<file path="config.mk">
export PLATFORM = sky130hd
export DESIGN_NAME = wakeup_ctrl
export DESIGN_NICKNAME = d
export VERILOG_FILES = /design/src/logic/issue_pkg.sv /design/src/logic/wakeup_ctrl.sv
export SDC_FILE = /design/constraint.sdc
export NUM_CORES = 1
export LEC_CHECK = 0
export BUFFER_PORTS_ARGS = -buffer_cell sky130_fd_sc_hd__clkbuf_2
export CAP_MARGIN = 20
export CORE_MARGIN = 5
export CORE_UTILIZATION = 25
export DETAILED_ROUTE_END_ITERATION = 12
export GPL_TIMING_DRIVEN = 0
export PLACE_DENSITY_LB_ADDON = 0.1
export SLEW_MARGIN = 0
export SYNTH_ARGS = -nofsm -noshare
export SYNTH_HDL_FRONTEND = slang
export SYNTH_SLANG_ARGS = --single-unit
</file>
<file path="constraint.sdc">
create_clock -name clk -period 1.3 [get_ports clk]
set_clock_uncertainty 0.15 [all_clocks]
set_input_delay 0.325 -clock clk [delete_from_list [all_inputs] [get_ports clk]]
set_output_delay 0.325 -clock clk [all_outputs]
set_load 0.1 [all_outputs]
</file>
<file path="src/logic/issue_pkg.sv">
`default_nettype none

package issue_pkg;

    // ##################################################
    // Datapath and register file geometry
    // ##################################################

    localparam int xlen       = 32;
    localparam int preg_width = 6;
    // Register 0 is hard zero
    localparam int num_preg   = 64;

    // ##################################################
    // Port counts
    // ##################################################

    localparam int alu_size       = 2;
    localparam int load_pipeline  = 1;
    localparam int store_pipeline = 1;
    localparam int wb_size        = 3;

    // Two operands per integer slot, one per load and per store slot
    localparam int num_read = alu_size * 2 + load_pipeline + store_pipeline;

    // Integer beats first, then load beats
    localparam int wakeup_size = alu_size + load_pipeline;

endpackage

`default_nettype wire

</file>
<file path="src/logic/wakeup_ctrl.sv">
`default_nettype none

module wakeup_ctrl #(
    parameter int ALU_SIZE       = issue_pkg::alu_size,
    parameter int LOAD_PIPELINE  = issue_pkg::load_pipeline,
    parameter int STORE_PIPELINE = issue_pkg::store_pipeline,
    parameter int PREG_WIDTH     = issue_pkg::preg_width
) (
    input  logic                                clk,
    input  logic                                rst_n,

    // Integer slots, int_preg carries {src1, src0} per slot
    input  logic [ALU_SIZE-1:0]                 int_en,
    input  logic [ALU_SIZE*PREG_WIDTH-1:0]      int_rd,
    input  logic [ALU_SIZE*2*PREG_WIDTH-1:0]    int_preg,
    output logic [ALU_SIZE-1:0]                 int_ready,

    input  logic                                csr_en,
    input  logic [PREG_WIDTH-1:0]               csr_rd,
    input  logic [PREG_WIDTH-1:0]               csr_preg,
    output logic                                csr_ready,

    input  logic [LOAD_PIPELINE-1:0]            load_en,
    input  logic [LOAD_PIPELINE*PREG_WIDTH-1:0] load_rd,
    input  logic [LOAD_PIPELINE*PREG_WIDTH-1:0] load_preg,

    input  logic [STORE_PIPELINE-1:0]           store_en,
    input  logic [STORE_PIPELINE*PREG_WIDTH-1:0] store_preg,

    output logic [ALU_SIZE+LOAD_PIPELINE-1:0]   wake_en,
    output logic [ALU_SIZE+LOAD_PIPELINE-1:0]   wake_we,
    output logic [(ALU_SIZE+LOAD_PIPELINE)*PREG_WIDTH-1:0] wake_rd,

    output logic [ALU_SIZE*2+LOAD_PIPELINE+STORE_PIPELINE-1:0] rd_en,
    output logic [(ALU_SIZE*2+LOAD_PIPELINE+STORE_PIPELINE)*PREG_WIDTH-1:0] rd_addr
);

    localparam int WAKEUP_SIZE = ALU_SIZE + LOAD_PIPELINE;

    // Slot requests after the CSR merge
    logic [ALU_SIZE-1:0]            slot_en;
    logic [ALU_SIZE*PREG_WIDTH-1:0] slot_rd;
    logic [ALU_SIZE*PREG_WIDTH-1:0] slot_src0;
    logic [ALU_SIZE*PREG_WIDTH-1:0] slot_src1;

    // Registered integer issues
    logic [ALU_SIZE-1:0]            iss_en;
    logic [ALU_SIZE*PREG_WIDTH-1:0] iss_rd;
    logic [ALU_SIZE*PREG_WIDTH-1:0] iss_src0;
    logic [ALU_SIZE*PREG_WIDTH-1:0] iss_src1;

    // ##################################################
    // Slot selection
    // ##################################################

    for (genvar i = 0; i < ALU_SIZE; i++) begin : g_slot
        if (i == 1) begin : g_csr_shared
            // CSR owns slot 1 whenever it fires, the integer request waits
            assign int_ready[i] = ~csr_en;
            assign slot_en[i]   = int_en[i] | csr_en;
            assign slot_rd[i*PREG_WIDTH +: PREG_WIDTH] =
                csr_en ? csr_rd : int_rd[i*PREG_WIDTH +: PREG_WIDTH];
            assign slot_src0[i*PREG_WIDTH +: PREG_WIDTH] =
                csr_en ? csr_preg : int_preg[2*i*PREG_WIDTH +: PREG_WIDTH];
            // Single-source CSR reads the zero register as its second operand
            assign slot_src1[i*PREG_WIDTH +: PREG_WIDTH] =
                csr_en ? '0 : int_preg[(2*i+1)*PREG_WIDTH +: PREG_WIDTH];
        end else begin : g_int_only
            assign int_ready[i] = 1'b1;
            assign slot_en[i]   = int_en[i];
            assign slot_rd[i*PREG_WIDTH +: PREG_WIDTH] = int_rd[i*PREG_WIDTH +: PREG_WIDTH];
            assign slot_src0[i*PREG_WIDTH +: PREG_WIDTH] =
                int_preg[2*i*PREG_WIDTH +: PREG_WIDTH];
            assign slot_src1[i*PREG_WIDTH +: PREG_WIDTH] =
                int_preg[(2*i+1)*PREG_WIDTH +: PREG_WIDTH];
        end
    end

    assign csr_ready = 1'b1;

    // ##################################################
    // Issue register
    // ##################################################

    always_ff @(posedge clk) begin
        if (!rst_n) begin
            iss_en <= '0;
        end else begin
            iss_en <= slot_en;
        end
    end

    always_ff @(posedge clk) begin
        iss_rd   <= slot_rd;
        iss_src0 <= slot_src0;
        iss_src1 <= slot_src1;
    end

    // ##################################################
    // Wakeup bus and read requests
    // ##################################################

    // Loads wake up speculatively in their issue cycle
    assign wake_en = {load_en, iss_en};
    assign wake_rd = {load_rd, iss_rd};

    for (genvar k = 0; k < WAKEUP_SIZE; k++) begin : g_wake_we
        assign wake_we[k] = wake_rd[k*PREG_WIDTH +: PREG_WIDTH] != '0;
    end

    // Order: integer src0, integer src1, load, store
    assign rd_en   = {store_en, load_en, iss_en, iss_en};
    assign rd_addr = {store_preg, load_preg, iss_src1, iss_src0};

endmodule

`default_nettype wire

</file>
==> reports/results.tsv <==
metric	value	unit
ys.flop_type	dfxtp_1	
numPortBuffers	124	
route.detailed.wl_per_inst	13.7	um
fmax	586	MHz
pre_cts_ws	-0.349	ns
clk_path_buf_depth	2	
hold_viol_final	0	
antenna_left	0	
synthTopCellsByArea	dfxtp_1 (60%), buf_4 (16%), mux2_4 (14%), nor2b_1 (3.0%), buf_6 (1.8%)	
instances_no_fill	321	
syn_inst	98	
grt_overflow	0	
peakVddDrop	0.703	mV
dieArea	6590	um2
power.total	3.76	mW
fin_nets	323	
fin_hold_ws	0.0873	ns
critPathCaptureType	output pin	
drc	0	
synth.most_common_cell	dfxtp_1	
synth_area_per_cell	12.9	um2
num_rows	26	
dp.final_hpwl	2.87	mm
synth_edf_count	0	
root_buffer	clkbuf_8	
yosys_warnings	0	
die_x	81.2	um
antenna_found_initial	0	
cts_buffers	5	
cts_tree	done	
worst_setup_path_start_kind	flop	
cp-startpoint	iss_rd[4]	
p_per_area	1090	nW/um2
yosysSeqAreaShare	0.601	
max_stage_delay	0.35	ns
leakagePower	1.68	nW
grt_pass1_wl	6.51	mm
core	5010	um2
gp_congestion	0.632	
area_growth	172	%
h-tree-depth	2	
path_clk_slew	0.07	ns
setup_violations	19	
drv_cap	0	
critPathSlowestCell	dfxtp_2	
synth_top_area_cell	dfxtp_1	
firstDrtPassIters	2	
setup_ws	-0.406	ns
grt_max_degree	12	
ys_ff_latch	38	
worstPathCellList	nor4_4 -> nand2_4 -> clkbuf_16	
fin_crit_sh	1.31	
cts_sinks	38	
syn_area	1270	um2
cp_max_fo	2	
worstSetupPathType	reg2out	
antenna_cells	0	
start_util	0.253	
numPlacedInstances	293	
arrival	1.23	ns
fin_crit	1.71	ns
violations	negative setup slack	
outcome	complete, but fails checks	
endpoint	wake_we[0]	
fin_tns_setup	-1.83	ns
synthArstFlopShare	0	
rsz0062_at_grt	true	
grt_pass1_vias	1353	
die_y	81.2	um
vias	1203	
viasPerCell	3.75	
drtIter0Drc	7	
drv_slew	0	
grt.total_usage	0.133	
ys_types	12	
routed_wl	4.39	mm
io_pins	142	
min_path_type	in2reg	
synth_commonest_cells	dfxtp_1 (38), buf_4 (27), mux2_4 (12)	
synth_top_area_share	0.601	
cp.required	0.82	ns
drive_above_1_share	0.869	
sequential cells by signal (all words and copies together), names as in the netlist:
register and cells:
iss_en 2, iss_rd 12, iss_src0 12, iss_src1 12
per-layer routing:
layer,GRT usage,share of wire,up-vias
met2,0.259,0.57,71
met5,0,0,-
met1,0.118,0.31,534
met4,0.0405,0.016,0
li1,-,-,590
met3,0.0654,0.11,8
layout make-up:
class	count	area (um2)
well taps	70	87.6
repair buffers	144	1820
fillers	370	1570
flip-flops and latches	38	841
clock buffers	8	90.1
plain buffers	29	249
multi-input cells	31	348
inverters	1	7.51
critical path: cells and delay by family, from the launching register on:
kind          cells  cell delay [ns]
simple gates      2             0.40
flops             1             0.35
buf+inv           1             0.20
repair_timing:
item                                    CTS  global route
hold buffers                             18             0
resized for setup                       162            11
setup buffers                             1             1
pin swaps                                 2             2
hold endpoints to repair                 18             0
endpoints found under the setup margin   67            47
power by group:
group	switching [mW]	internal, mW
registers	0.0686	1.24
clock network	0.363	0.432
logic	1.02	0.630
cell usage in the layout, fill, tap and decap left out:
cell type and n:
o21a_1 1, buf_6 8, buf_12 1, buf_8 1
clkbuf_16 44, clkbuf_1 2, nor2b_1 6, dlygate4sd3_1 18
mux2_4 12, nor2_1 3, conb_1 2, clkinvlp_4 1
clkbuf_8 12, nor4_4 3, dfxtp_4 13, clkbuf_4 15
buf_4 25, dfxtp_2 25, nand2_4 3, and2_1 1
clkbuf_2 55
logic make-up after synthesis:
family                 synth area share
AO/OA/AOI/OAI                   0.00593
buffers and inverters             0.181
flip-flops                        0.601
multiplexers                      0.142
other                           0.00296
AND/OR/NAND/NOR                  0.0672
per-stage QoR:
step,util,instance area (um2)
after floorplan,-,1440
after global placement,0.429,2150
after detailed placement,0.429,2150
after CTS,0.680,3410
after global routing,0.686,3440
final,0.686,3440
worst min path at each step:
stage                               to        start  slack [ns]  cells past startpoint
after CTS                 iss_src1[10]       csr_en        0.07                      2
final                     iss_src1[10]       csr_en        0.09                      2
after floorplan              iss_rd[0]    int_rd[0]        0.20                      0
after global placement       iss_rd[5]    int_rd[5]        0.28                      1
after global routing      iss_src1[10]       csr_en        0.08                      2
after detailed placement   iss_src1[0]  int_preg[6]        0.28                      1
Power figures use the tool's default switching activity.
